## src/include/mips_settings.svh

```systemverilog
`ifndef MIPS_SETTINGS_SVH
`define MIPS_SETTINGS_SVH

// datapath and address width
`define MIPS_XLEN 32

// general purpose register file size
`define MIPS_REG_COUNT 32

// first fetch address out of reset
`define MIPS_PC_INIT 32'h8002_0000

// stack pointer preset
`define MIPS_SP_INIT 32'h8012_0000

// register that receives the stack pointer preset
`define MIPS_SP_REG 29

`endif

```

## src/hdl/mips_pkg.sv

```systemverilog
package mips_pkg;

	// major opcode field, instr[31:26]
	typedef enum logic [5:0] {
		SPECIAL = 6'h00,	// r-type, look at funct
		ADDIU   = 6'h09,
		LW      = 6'h23,
		SW      = 6'h2b
	} opcode_e;

	// funct field of SPECIAL, instr[5:0]
	typedef enum logic [5:0] {
		SLL  = 6'h00,	// only the all-zero nop form
		ADDU = 6'h21,
		SUBU = 6'h23
	} funct_e;

	// what the execute stage computes
	typedef enum logic [1:0] {
		ADD_RT  = 2'd0,	// rs + rt
		SUB_RT  = 2'd1,	// rs - rt
		ADD_IMM = 2'd2	// rs + sext(imm), also load/store address
	} alu_op_e;

	// decoded control, follows the instruction down the pipe
	typedef struct packed {
		alu_op_e    alu_op;
		logic       mem_rd;	// lw
		logic       mem_wr;	// sw
		logic       wb_en;	// writes a register
		logic [4:0] dest;	// rd or rt
	} ctrl_t;

endpackage

```

## src/hdl/ex_me_if.sv

```systemverilog
`timescale 1ns/1ps
`include "mips_settings.svh"

// one instruction leaving the EX/ME register
interface ex_me_if;
	logic                  valid;
	mips_pkg::ctrl_t       ctrl;
	logic [`MIPS_XLEN-1:0] result;	// alu sum/difference or memory address
	logic [`MIPS_XLEN-1:0] store_data;	// forwarded rt for sw

	// execute owns the register
	modport ex (
		output valid,
		output ctrl,
		output result,
		output store_data
	);

	// memory stage only looks
	modport me (
		input valid,
		input ctrl,
		input result,
		input store_data
	);
endinterface

```

## src/hdl/execute.sv

```systemverilog
`timescale 1ns/1ps
`include "mips_settings.svh"

module execute (
	input  logic                  clk,
	input  logic                  reset,
	input  logic                  id_valid,
	input  mips_pkg::ctrl_t       id_ctrl,
	input  logic [4:0]            id_rs_sel,
	input  logic [4:0]            id_rt_sel,
	input  logic [`MIPS_XLEN-1:0] id_rs_val,
	input  logic [`MIPS_XLEN-1:0] id_rt_val,
	input  logic [15:0]           id_imm,
	input  logic                  wb_en,	// already excludes r0
	input  logic [4:0]            wb_sel,
	input  logic [`MIPS_XLEN-1:0] wb_data,
	ex_me_if.ex                   ex_me
);
	logic                  me_fwd;	// EX/ME result usable for forwarding
	logic [`MIPS_XLEN-1:0] op_a;	// rs after forwarding
	logic [`MIPS_XLEN-1:0] op_b;	// rt after forwarding
	logic [`MIPS_XLEN-1:0] imm_ext;
	logic [`MIPS_XLEN-1:0] alu_out;

	// newest producer wins, then write-back, then the regfile value
	function automatic logic [`MIPS_XLEN-1:0] pick_operand(
		input logic [4:0]            sel,
		input logic [`MIPS_XLEN-1:0] id_val,
		input logic                  me_ok,
		input logic [4:0]            me_dest,
		input logic [`MIPS_XLEN-1:0] me_val,
		input logic                  wb_ok,
		input logic [4:0]            wb_dest,
		input logic [`MIPS_XLEN-1:0] wb_val
	);
		if (me_ok && me_dest == sel)
			return me_val;
		else if (wb_ok && wb_dest == sel)
			return wb_val;
		return id_val;
	endfunction

	// a load in EX/ME has no data yet, the stall keeps it from being needed
	assign me_fwd = ex_me.valid && ex_me.ctrl.wb_en && !ex_me.ctrl.mem_rd &&
	                (ex_me.ctrl.dest != 5'd0);

	assign op_a = pick_operand(id_rs_sel, id_rs_val, me_fwd, ex_me.ctrl.dest, ex_me.result,
	                           wb_en, wb_sel, wb_data);
	assign op_b = pick_operand(id_rt_sel, id_rt_val, me_fwd, ex_me.ctrl.dest, ex_me.result,
	                           wb_en, wb_sel, wb_data);

	assign imm_ext = {{(`MIPS_XLEN-16){id_imm[15]}}, id_imm};	// sign extend

	always_comb begin
		case (id_ctrl.alu_op)
			mips_pkg::SUB_RT:  alu_out = op_a - op_b;
			mips_pkg::ADD_IMM: alu_out = op_a + imm_ext;	// addiu, lw/sw address
			default:           alu_out = op_a + op_b;	// addu
		endcase
	end

	// EX/ME
	always_ff @(posedge clk) begin
		if (reset) begin
			ex_me.valid <= 1'b0;
			ex_me.ctrl  <= '0;
		end else begin
			ex_me.valid <= id_valid;
			ex_me.ctrl  <= id_ctrl;
		end
	end

	always_ff @(posedge clk) begin
		ex_me.result     <= alu_out;
		ex_me.store_data <= op_b;	// forwarded rt
	end

endmodule

```

## src/hdl/fetch_decode.sv

```systemverilog
`timescale 1ns/1ps
`include "mips_settings.svh"

module fetch_decode (
	input  logic                  clk,
	input  logic                  reset,
	input  logic [`MIPS_XLEN-1:0] instr_in,
	output logic [`MIPS_XLEN-1:0] instr_addr,
	output logic [4:0]            rs_sel,	// to regfile, from IF/ID
	output logic [4:0]            rt_sel,
	input  logic [`MIPS_XLEN-1:0] rs_data,
	input  logic [`MIPS_XLEN-1:0] rt_data,
	output logic                  id_valid,
	output mips_pkg::ctrl_t       id_ctrl,
	output logic [4:0]            id_rs_sel,
	output logic [4:0]            id_rt_sel,
	output logic [`MIPS_XLEN-1:0] id_rs_val,
	output logic [`MIPS_XLEN-1:0] id_rt_val,
	output logic [15:0]           id_imm
);
	logic [`MIPS_XLEN-1:0] pc;
	logic [`MIPS_XLEN-1:0] if_instr;	// IF/ID
	logic                  if_valid;
	mips_pkg::opcode_e     opcode;
	mips_pkg::funct_e      funct;
	mips_pkg::ctrl_t       dec_ctrl;
	logic                  uses_rt;	// rt is a source, not the dest
	logic                  stall;	// load-use

	assign instr_addr = pc;

	// fetch, no branches so the pc only ever steps by 4
	always_ff @(posedge clk) begin
		if (reset) begin
			pc       <= `MIPS_PC_INIT;
			if_valid <= 1'b0;
		end else if (!stall) begin
			pc       <= pc + `MIPS_XLEN'(4);
			if_valid <= 1'b1;
		end
	end

	always_ff @(posedge clk)
		if (!stall)
			if_instr <= instr_in;	// frozen together with the pc

	assign opcode = mips_pkg::opcode_e'(if_instr[31:26]);
	assign funct  = mips_pkg::funct_e'(if_instr[5:0]);
	assign rs_sel = if_instr[25:21];
	assign rt_sel = if_instr[20:16];

	// decode, anything unknown falls out as a nop
	always_comb begin
		dec_ctrl.alu_op = mips_pkg::ADD_RT;
		dec_ctrl.mem_rd = 1'b0;
		dec_ctrl.mem_wr = 1'b0;
		dec_ctrl.wb_en  = 1'b0;
		dec_ctrl.dest   = 5'd0;
		uses_rt         = 1'b0;
		case (opcode)
			mips_pkg::SPECIAL: begin
				case (funct)
					mips_pkg::ADDU, mips_pkg::SUBU: begin
						dec_ctrl.alu_op = (funct == mips_pkg::SUBU) ? mips_pkg::SUB_RT
						                                              : mips_pkg::ADD_RT;
						dec_ctrl.wb_en  = 1'b1;
						dec_ctrl.dest   = if_instr[15:11];	// rd
						uses_rt         = 1'b1;
					end
					default: ;	// sll, shift amount ignored
				endcase
			end
			mips_pkg::ADDIU: begin
				dec_ctrl.alu_op = mips_pkg::ADD_IMM;
				dec_ctrl.wb_en  = 1'b1;
				dec_ctrl.dest   = if_instr[20:16];	// rt
			end
			mips_pkg::LW: begin
				dec_ctrl.alu_op = mips_pkg::ADD_IMM;	// base + offset
				dec_ctrl.mem_rd = 1'b1;
				dec_ctrl.wb_en  = 1'b1;
				dec_ctrl.dest   = if_instr[20:16];
			end
			mips_pkg::SW: begin
				dec_ctrl.alu_op = mips_pkg::ADD_IMM;
				dec_ctrl.mem_wr = 1'b1;
				uses_rt         = 1'b1;	// store data
			end
			default: ;
		endcase
	end

	// load in EX whose dest is read by the instruction behind it
	assign stall = if_valid && id_valid && id_ctrl.mem_rd && (id_ctrl.dest != 5'd0) &&
	               ((id_ctrl.dest == rs_sel) || (uses_rt && id_ctrl.dest == rt_sel));

	// ID/EX
	always_ff @(posedge clk) begin
		if (reset) begin
			id_valid <= 1'b0;
			id_ctrl  <= '0;
		end else begin
			id_valid <= if_valid && !stall;	// bubble on stall
			id_ctrl  <= dec_ctrl;
		end
	end

	always_ff @(posedge clk) begin
		id_rs_sel <= rs_sel;
		id_rt_sel <= rt_sel;
		id_rs_val <= rs_data;
		id_rt_val <= rt_data;
		id_imm    <= if_instr[15:0];
	end

endmodule

```

## src/hdl/mem_writeback.sv

```systemverilog
`timescale 1ns/1ps
`include "mips_settings.svh"

module mem_writeback (
	input  logic                  clk,
	input  logic                  reset,
	input  logic [`MIPS_XLEN-1:0] data_in,
	ex_me_if.me                   ex_me,
	output logic [`MIPS_XLEN-1:0] data_addr,
	output logic [`MIPS_XLEN-1:0] data_out,
	output logic                  data_rd_wr,	// low = write
	output logic                  wb_en,
	output logic [4:0]            wb_sel,
	output logic [`MIPS_XLEN-1:0] wb_data
);
	logic                  wb_valid;	// ME/WB write enable
	logic [4:0]            wb_dest;
	logic [`MIPS_XLEN-1:0] wb_value;

	// data bus straight from EX/ME
	assign data_addr  = ex_me.result;
	assign data_out   = ex_me.store_data;
	assign data_rd_wr = !(ex_me.valid && ex_me.ctrl.mem_wr);	// one low cycle per sw

	// ME/WB, r0 writes dropped here so forwarding never sees them
	always_ff @(posedge clk) begin
		if (reset)
			wb_valid <= 1'b0;
		else
			wb_valid <= ex_me.valid && ex_me.ctrl.wb_en && (ex_me.ctrl.dest != 5'd0);
	end

	always_ff @(posedge clk) begin
		wb_dest  <= ex_me.ctrl.dest;
		wb_value <= ex_me.ctrl.mem_rd ? data_in : ex_me.result;	// load data or alu
	end

	// register write happens at the next edge in the regfile
	assign wb_en   = wb_valid;
	assign wb_sel  = wb_dest;
	assign wb_data = wb_value;

endmodule

```

## src/hdl/mips_core.sv

```systemverilog
`timescale 1ns/1ps
`include "mips_settings.svh"

module mips_core (
	input  logic                  clk,
	input  logic                  reset,
	input  logic [`MIPS_XLEN-1:0] instr_in,
	input  logic [`MIPS_XLEN-1:0] data_in,
	output logic [`MIPS_XLEN-1:0] instr_addr,
	output logic [`MIPS_XLEN-1:0] data_addr,
	output logic [`MIPS_XLEN-1:0] data_out,
	output logic                  data_rd_wr
);
	logic [4:0]            rs_sel, rt_sel;	// decode read ports
	logic [`MIPS_XLEN-1:0] rs_data, rt_data;
	logic                  id_valid;	// ID/EX bundle
	mips_pkg::ctrl_t       id_ctrl;
	logic [4:0]            id_rs_sel, id_rt_sel;
	logic [`MIPS_XLEN-1:0] id_rs_val, id_rt_val;
	logic [15:0]           id_imm;
	logic                  wb_en;	// write-back port
	logic [4:0]            wb_sel;
	logic [`MIPS_XLEN-1:0] wb_data;

	ex_me_if ex_me ();

	regfile regfile_inst (
		.clk(clk), .reset(reset),
		.rd0_sel(rs_sel), .rd1_sel(rt_sel),
		.wr_en(wb_en), .wr_sel(wb_sel), .wr_data(wb_data),
		.rd0_data(rs_data), .rd1_data(rt_data)
	);

	fetch_decode fetch_decode_inst (
		.clk(clk), .reset(reset), .instr_in(instr_in), .instr_addr(instr_addr),
		.rs_sel(rs_sel), .rt_sel(rt_sel), .rs_data(rs_data), .rt_data(rt_data),
		.id_valid(id_valid), .id_ctrl(id_ctrl), .id_rs_sel(id_rs_sel), .id_rt_sel(id_rt_sel),
		.id_rs_val(id_rs_val), .id_rt_val(id_rt_val), .id_imm(id_imm)
	);

	execute execute_inst (
		.clk(clk), .reset(reset),
		.id_valid(id_valid), .id_ctrl(id_ctrl), .id_rs_sel(id_rs_sel), .id_rt_sel(id_rt_sel),
		.id_rs_val(id_rs_val), .id_rt_val(id_rt_val), .id_imm(id_imm),
		.wb_en(wb_en), .wb_sel(wb_sel), .wb_data(wb_data),
		.ex_me(ex_me.ex)
	);

	mem_writeback mem_writeback_inst (
		.clk(clk), .reset(reset), .data_in(data_in), .ex_me(ex_me.me),
		.data_addr(data_addr), .data_out(data_out), .data_rd_wr(data_rd_wr),
		.wb_en(wb_en), .wb_sel(wb_sel), .wb_data(wb_data)
	);

endmodule

```

## src/hdl/regfile.sv

```systemverilog
`timescale 1ns/1ps
`include "mips_settings.svh"

module regfile (
	input  logic                  clk,
	input  logic                  reset,
	input  logic [4:0]            rd0_sel,
	input  logic [4:0]            rd1_sel,
	input  logic                  wr_en,
	input  logic [4:0]            wr_sel,
	input  logic [`MIPS_XLEN-1:0] wr_data,
	output logic [`MIPS_XLEN-1:0] rd0_data,
	output logic [`MIPS_XLEN-1:0] rd1_data
);
	logic [`MIPS_XLEN-1:0] regs [`MIPS_REG_COUNT];
	logic                  wr_live;	// a real write this cycle

	assign wr_live = wr_en && (wr_sel != 5'd0);	// r0 stays zero

	always_ff @(posedge clk) begin
		if (reset) begin
			for (int i = 0; i < `MIPS_REG_COUNT; i++)
				regs[i] <= (i == `MIPS_SP_REG) ? `MIPS_SP_INIT : '0;	// sp preset
		end else if (wr_live) begin
			regs[wr_sel] <= wr_data;
		end
	end

	// write-first, same-cycle write shows up on the read ports
	assign rd0_data = (wr_live && wr_sel == rd0_sel) ? wr_data : regs[rd0_sel];
	assign rd1_data = (wr_live && wr_sel == rd1_sel) ? wr_data : regs[rd1_sel];

endmodule

```

## config.mk

```make
export PLATFORM = sky130hd
export DESIGN_NAME = mips_core
export DESIGN_NICKNAME = d
export VERILOG_FILES = /design/src/hdl/mips_pkg.sv /design/src/hdl/ex_me_if.sv /design/src/hdl/execute.sv /design/src/hdl/fetch_decode.sv /design/src/hdl/mem_writeback.sv /design/src/hdl/mips_core.sv /design/src/hdl/regfile.sv
export VERILOG_INCLUDE_DIRS = /design/src /design/src/include
export SDC_FILE = /design/constraint.sdc
export NUM_CORES = 2
export LEC_CHECK = 0
export ABC_CLOCK_PERIOD_IN_PS = 6600
export BUFFER_PORTS_ARGS = -buffer_cell sky130_fd_sc_hd__buf_2
export CORE_MARGIN = 2
export CORE_UTILIZATION = 30
export CTS_CLUSTER_SIZE = 12
export DETAILED_ROUTE_END_ITERATION = 10
export GPL_ROUTABILITY_DRIVEN = 0
export PLACE_DENSITY = 0.44
export SLEW_MARGIN = 10
export SYNTH_ARGS = -nofsm -noshare
export SYNTH_HDL_FRONTEND = slang
export SYNTH_SLANG_ARGS = --single-unit
```

## constraint.sdc

```tcl
create_clock -name clk -period 6.6 [get_ports clk]
set_input_delay 0.99 -clock clk [delete_from_list [all_inputs] [get_ports clk]]
set_output_delay 0.99 -clock clk [all_outputs]
set_load 0.005 [all_outputs]
```

Word-level counts from Yosys, hierarchy flattened
Memory sizes are Yosys's and may differ from the RTL's. A register that Yosys moved wholly into a read port is not among the register bits.
Cells that the tools add are included.
{ "word_totals": {"output_inout_bits": 97, "latchBits": 0, "mem_bits_ro": 0, "ram_bits": 1024, "memories": 1, "ff_bits": 277, "in_bits": 66, "elab_cells": 107} }
{ "memory_table": {"columns": ["name", "words", "word_bits", "rd", "rd_clocked_by_memory_dff", "write_ports", "line", "rtl"], "rows": [
  ["regfile_inst.regs", 32, 32, 2, 2, 32, "regfile.sv:15", "logic [`MIPS_XLEN-1:0] regs [`MIPS_REG_COUNT];"]
]} }
{ "op_classes": {"reduce_logical": 30, "magnitude_cmp": 0, "shifts": 0, "n_addsub": 4, "muxes": 33, "bitwise": 0, "eq_ne": 15, "div": 0, "n_mul": 0} }
{ "op_table": {"columns": ["cell", "count"], "rows": [
  ["32-bit 2-to-1 mux", 10],
  ["32-bit adder", 2],
  ["32-bit case mux with 2 select lines", 1],
  ["5-bit equality test", 8],
  ["32-bit by 3-bit adder with 32-bit output (second input constant)", 1],
  ["32-bit OR reduction", 1],
  ["32-bit subtractor", 1],
  ["6-bit equality test (second input constant)", 4],
  ["1-bit logical AND", 18],
  ["5-bit 2-to-1 mux", 3],
  ["5-bit nonzero test", 3],
  ["1-bit 2-to-1 mux", 14],
  ["6-bit case mux with 2 select lines", 1],
  ["6-bit by 4-bit equality test with 1-bit output (second input constant)", 1],
  ["6-bit zero test", 1],
  ["6-bit 2-to-1 mux", 1],
  ["2-bit case mux with 2 select lines", 1],
  ["2-bit OR reduction", 2],
  ["1-bit zero test", 3],
  ["3-bit OR reduction", 1],
  ["2-bit by 1-bit equality test with 1-bit output (second input constant)", 1],
  ["2-bit equality test (second input constant)", 1],
  ["2-bit 2-to-1 mux", 1],
  ["1-bit case mux with 2 select lines", 1],
  ["1-bit logical OR", 1]
]} }

Logic depth before layout (Yosys ltp)
{ "depth": {"word_depth": 9, "ltp_mapped": 30, "ltp_nobuf": 24} }

Modules after synthesis
Synthesis repeated with hierarchy kept, for this count alone.
{ "unflattened": {"cells_unflattened": 4817, "hier_area_um2": 67294.5} }
{ "modules_own_cells": {"columns": ["module", "area_per_inst_um2", "cells_each", "n_inst"], "rows": [
  ["regfile", 54471.0, 3495, 1],
  ["execute", 6073.3, 804, 1],
  ["fetch_decode", 4939.7, 375, 1],
  ["mem_writeback", 1810.5, 143, 1]
]} }

Worst setup path before layout
No wires, ideal clock.
{ "synth_path": {"path_type": "register to register", "from": "register execute_inst.ex_me.ctrl[1] (netlist name)", "to": "register execute_inst.ex_me.result[30]", "arrival_ns": 5.599, "synth_period_minus_slack_ns": 5.681, "setup_slack_ns": 0.919, "stages_incl_launch_ff": 29, "t_required_ns": 6.518, "path_cell_list": "dfxtp_1 > nor4_2 > a211o_4 > or3_1 > buf_4 > buf_6 > buf_6 > buf_6 > buf_4 > buf_2 > nor2_1 > a31oi_1 > inv_1 > ha_1 > nand3_1 > nor3_1 > mux2_2 > a222oi_1 > inv_1 > ha_1 > nand4_1 > nor2_1 > a221oi_1 > o21ai_0 > a22o_1 > nand4_1 > a31oi_1 > or4b_2 > o2111ai_1"} }
{ "synth_between": {"elab_chain_len": 7, "elab_cells_between_ends": 16, "cone_classes": "add/sub (3); eq/ne (2); mux (7); reduce/logical (4)"} }
{ "synth_rtl": {"columns": ["item", "line", "rtl"], "rows": [
  ["5-bit nonzero test", "execute.sv:45", "(ex_me.ctrl.dest != 5'd0);"],
  ["1-bit logical AND", "execute.sv:44", "assign me_fwd = ex_me.valid && ex_me.ctrl.wb_en && !ex_me.ctrl.mem_rd &&"],
  ["1-bit logical AND *", "execute.sv:36", "if (me_ok && me_dest == sel)"],
  ["32-bit 2-to-1 mux or 1-bit 2-to-1 mux (tied branches)", "execute.sv:36", null],
  ["32-bit 2-to-1 mux *", "execute.sv:40", "return id_val;"],
  ["net execute_inst.op_b[1]", "execute.sv:21", "logic [`MIPS_XLEN-1:0] op_b;"],
  ["32-bit adder or 32-bit subtractor (tied branches)", "execute.sv:58, execute.sv:56", null],
  ["32-bit case mux with 2 select lines *", "execute.sv:55", "case (id_ctrl.alu_op)"],
  ["net execute_inst.alu_out[30]", "execute.sv:23", "logic [`MIPS_XLEN-1:0] alu_out;"],
  ["end signal, assigned", "execute.sv:74", "ex_me.result <= alu_out;"],
  ["end, declared", "ex_me_if.sv:15", "output result,"]
]} }
The timed path passes the listed nets; every way through them passes the cells marked *.
A chain may end at the register's enable or synchronous reset.

Worst setup path after layout
{ "layout_path": {"from": "register execute_inst.ex_me.ctrl[3] (netlist name)", "to": "register execute_inst.ex_me.result[30]"} }
{ "layout_between": {"elab_chain_len": 7, "elab_cells_between_ends": 16, "cone_classes": "add/sub (3); eq/ne (2); mux (7); reduce/logical (4)"} }
{ "layout_rtl": {"columns": ["item", "line", "rtl"], "rows": [
  ["5-bit nonzero test", "execute.sv:45", null],
  ["1-bit logical AND", "execute.sv:44", null],
  ["1-bit logical AND", "execute.sv:36", null],
  ["32-bit 2-to-1 mux or 1-bit 2-to-1 mux (tied branches)", "execute.sv:36", null],
  ["32-bit 2-to-1 mux", "execute.sv:40", null],
  ["32-bit adder (tied with other cells)", "execute.sv:58", "default: alu_out = op_a + op_b;"],
  ["32-bit case mux with 2 select lines *", "execute.sv:55", null],
  ["net execute_inst.alu_out[30]", "execute.sv:23", null]
]} }
Marks and branches as above.

==> impl_results.md <==
* Outcome: complete, no violations
* DRC errors left at 0
* Largest net degree at the start of global routing at 66
* Pwr/cell area at 287 nW/µm²
* Most common cell after layout, fill and taps aside: edfxtp_1
* NetSw at 0.00652 W
* Post-Synthesis Cells at 4,588
* I/O Pins at 163
* Footprint of the multi-input gates at 28,900 µm²
* CP top delay family: compound AO/OA/AOI/OAI gates
* Critical path cell sequence: nor4_2, a211o_4, or3_2, buf_6, and3_1, nor3_1, nand2b_1, mux2_2, a222oi_1, inv_1, ha_1, a21o_1, a21o_1, a221oi_2, o21ai_0, a22o_1, nand4_1, a31oi_1, or4b_2, o2111ai_1
* Number of synthesized register bits at 1,309
* Hold Path Class: register to register
* Post-synthesis cell area at 66,800 µm²
* Initial Util at 0.301
* Final wirelength at 239 mm
* Final hold vios at 0
* CTS Sinks at 1,309
* Setup-failing EPs final at 0
* Clk_lat worst skew at 0.79 ns
* Leading area contributor after synthesis: edfxtp_1
* Clock share of power at 0.373
* Core area at 222,000 µm²
* First-pass GRT wire length at 335 mm
* Max Cap Viol at 0
* WHS at 0.340 ns
* Total GRT Usage at 0.210
* Std cell rows at 173
* Crit share post-route at 0.907
* Die Width at 476 µm
* VDD IR max at 222 µV
* P_int at 0.0155 W
* Critical path's slowest cell: or4b_2
* EDFF count, synth at 1,056
* DRT iter0 DRCs at 4,170
* Sw Ratio at 0.297
* Sequential Area at 36,800 µm²
* Area contributors post-synth: edfxtp_1 47%, mux4_2 22%, and2_1 9.3%
* Leakage at 26.9 nW
* Min Tclk post-route at 5.98 ns
* ANT nets after route at 0
* H-Tree Depth at 4
* Critical path buffers and inverters at 2
* Area growth from synthesis to layout at 14.6%
* CTS Root Cell: clkbuf_16
* Mapped Avg Cell Area at 14.6 µm²
* Critical path fanouts, max at 54
* HPWL Detailed at 145 mm
* Worst-margin pin slew at 1.29 ns
* CTS max path bufs at 3
* Worst Skew at 0.0236 ns
* Worst setup path class: register to register
* Routed vias/inst at 5.29
* Vias in the first global route at 42,032
* Sequential power share at 0.458
* Setup repair after global routing missed its margin: no
* Post-synth top area share at 0.474
* Fraction of layout cells with a size suffix above 1 at 0.278
* Final TNS setup at 0 ns
* WP data arrival at 6.68 ns
* Avg WL per Cell at 30.8 µm
* DR vias at 41,057
* Post-CTS setup repair buffer count at 0
* Initial antenna violation count at 18
* Pwr Total at 0.0220 W
* Ys Warns at 0
* Clock transition at path regs at 0.06 ns
* TritonCTS Buffers at 153
* Slew Limit Fails at 0
* CP Launch Type: register
* Commonest non-fill, non-tap cells in the layout: 1,056 x edfxtp_1, 995 x and2_1, 640 x mux4_2
* Ys flop type: edfxtp_1
* Die area at 227,000 µm²
* Rel. slew slack at 0.137
* First-pass DRT Iterations at 8
* Critical Path Most Common Cell: a21o_1
* Distinct cells, synth at 77
* Filler cell count in the final layout at 21,198
* Grt total ovfl at 0
* Post-synth ARST share at 0
* CP required at 7.29 ns
* Worst path max stage delay at 0.64 ns
* CP Capture Type: register
* Register area share after synthesis at 0.550
* Die span in y at 476 µm
* IO Port Bufs at 160
* CTS tree: built
* Comb pwr share at 0.169
* Nets@finish at 4,752
* Fmax at 167 MHz
-- Yosys cell counts, types with 37 or more instances --
library cell / n
nand2_1: 155
nor2_1: 168
nand3_1: 37
mux4_2: 640
buf_1: 73
mux2_2: 46
xnor2_1: 49
edfxtp_1: 1056
o21ai_0: 140
dfxtp_1: 253
and2_1: 995
mux2i_1: 98
clkbuf_1: 354
a21oi_1: 96
-- flip-flops by register name (all words and copies together), names as in the netlist, 10 cells and up, named ones only --
register and count:
fetch_decode_inst.id_rs_val 32, fetch_decode_inst.id_imm 16, mem_writeback_inst.wb_data 32, fetch_decode_inst.id_ctrl 10, execute_inst.ex_me.result 32, fetch_decode_inst.if_instr 32
regfile_inst.regs 1024, fetch_decode_inst.id_rt_val 32, execute_inst.ex_me.store_data 32, fetch_decode_inst.instr_addr 30
-- final timing paths --
check | start | to | cells after the start | slack (ns)
worst min-delay path | fetch_decode_inst.if_instr[8]$_DFFE_PN_ | fetch_decode_inst.id_imm[8]$_DFF_P_ | 0 | 0.34
worst max register to register | execute_inst.ex_me.ctrl[3]$_SDFF_PP0_ | execute_inst.ex_me.result[30]$_DFF_P_ | 20 | 0.62
worst min register to register | fetch_decode_inst.if_instr[8]$_DFFE_PN_ | fetch_decode_inst.id_imm[8]$_DFF_P_ | 0 | 0.34
worst max-delay path | execute_inst.ex_me.ctrl[3]$_SDFF_PP0_ | execute_inst.ex_me.result[30]$_DFF_P_ | 20 | 0.62
-- metal layers --
layer	share of wire	up-vias	track usage	wire length [µm]
met5	0	-	0	0
met4	0.023	0	0.0498	5440
met3	0.060	274	0.0324	14200
met2	0.47	1372	0.336	113000
met1	0.44	21836	0.299	106000
li1	-	17575	-	-
-- power by group through the flow --
stage	clock [W]	combinational [W]	sequential (W)
6_report	0.00820	0.00372	0.0101
2_1_floorplan	0	0.00218	0.00995
5_1_grt	0.00869	0.00398	0.0101
3_5_place_dp	0	0.00377	0.0102
4_1_cts	0.00837	0.00379	0.0101
3_3_place_gp	0	0.00379	0.0102
-- worst reg2reg max path: cells and delay by family (launching register included) --
kind,cells,cell delay (ns)
AO/OA/AOI/OAI,9,2.33
AND/OR/NAND/NOR,7,2.10
flip-flops,1,0.43
adder cells (fa/ha/maj),1,0.38
buffers and inverters,2,0.37
multiplexers,1,0.28
-- cell type report --
cell class | count | share of cell area
multi-input cells | 2832 | 0.378
diodes | 14 | 0.000458
inverters | 37 | 0.00183
clock buffers | 219 | 0.0559
flip-flops and latches | 1309 | 0.481
clock inverters | 59 | 0.00552
repair buffers | 317 | 0.0289
well taps | 2975 | 0.0486
-- what timing repair did --
action	CTS	global route
gates resized for setup	0	2
setup endpoints to repair	0	1
hold buffers	0	0
-- cell families after synthesis --
family	synth area share
AO/OA/AOI/OAI	0.0353
XOR/XNOR	0.0111
multiplexers	0.239
buffers and inverters	0.0279
other	0.0000561
flip-flops	0.550
AND/OR/NAND/NOR	0.130
adder cells (fa/ha/maj)	0.00685
-- metrics by stage --
step	instance area, µm²	cells	setup slack [ns]	util
after floorplan	67000	4621	0.919	-
after global placement	71800	7470	0.414	0.324
after detailed placement	71800	7470	0.409	0.324
final	76600	7762	0.616	0.345
after global routing	76500	7749	0.166	0.345
after CTS	76500	7748	0.362	0.345
Note: power is estimated with default switching activity, not from simulation.
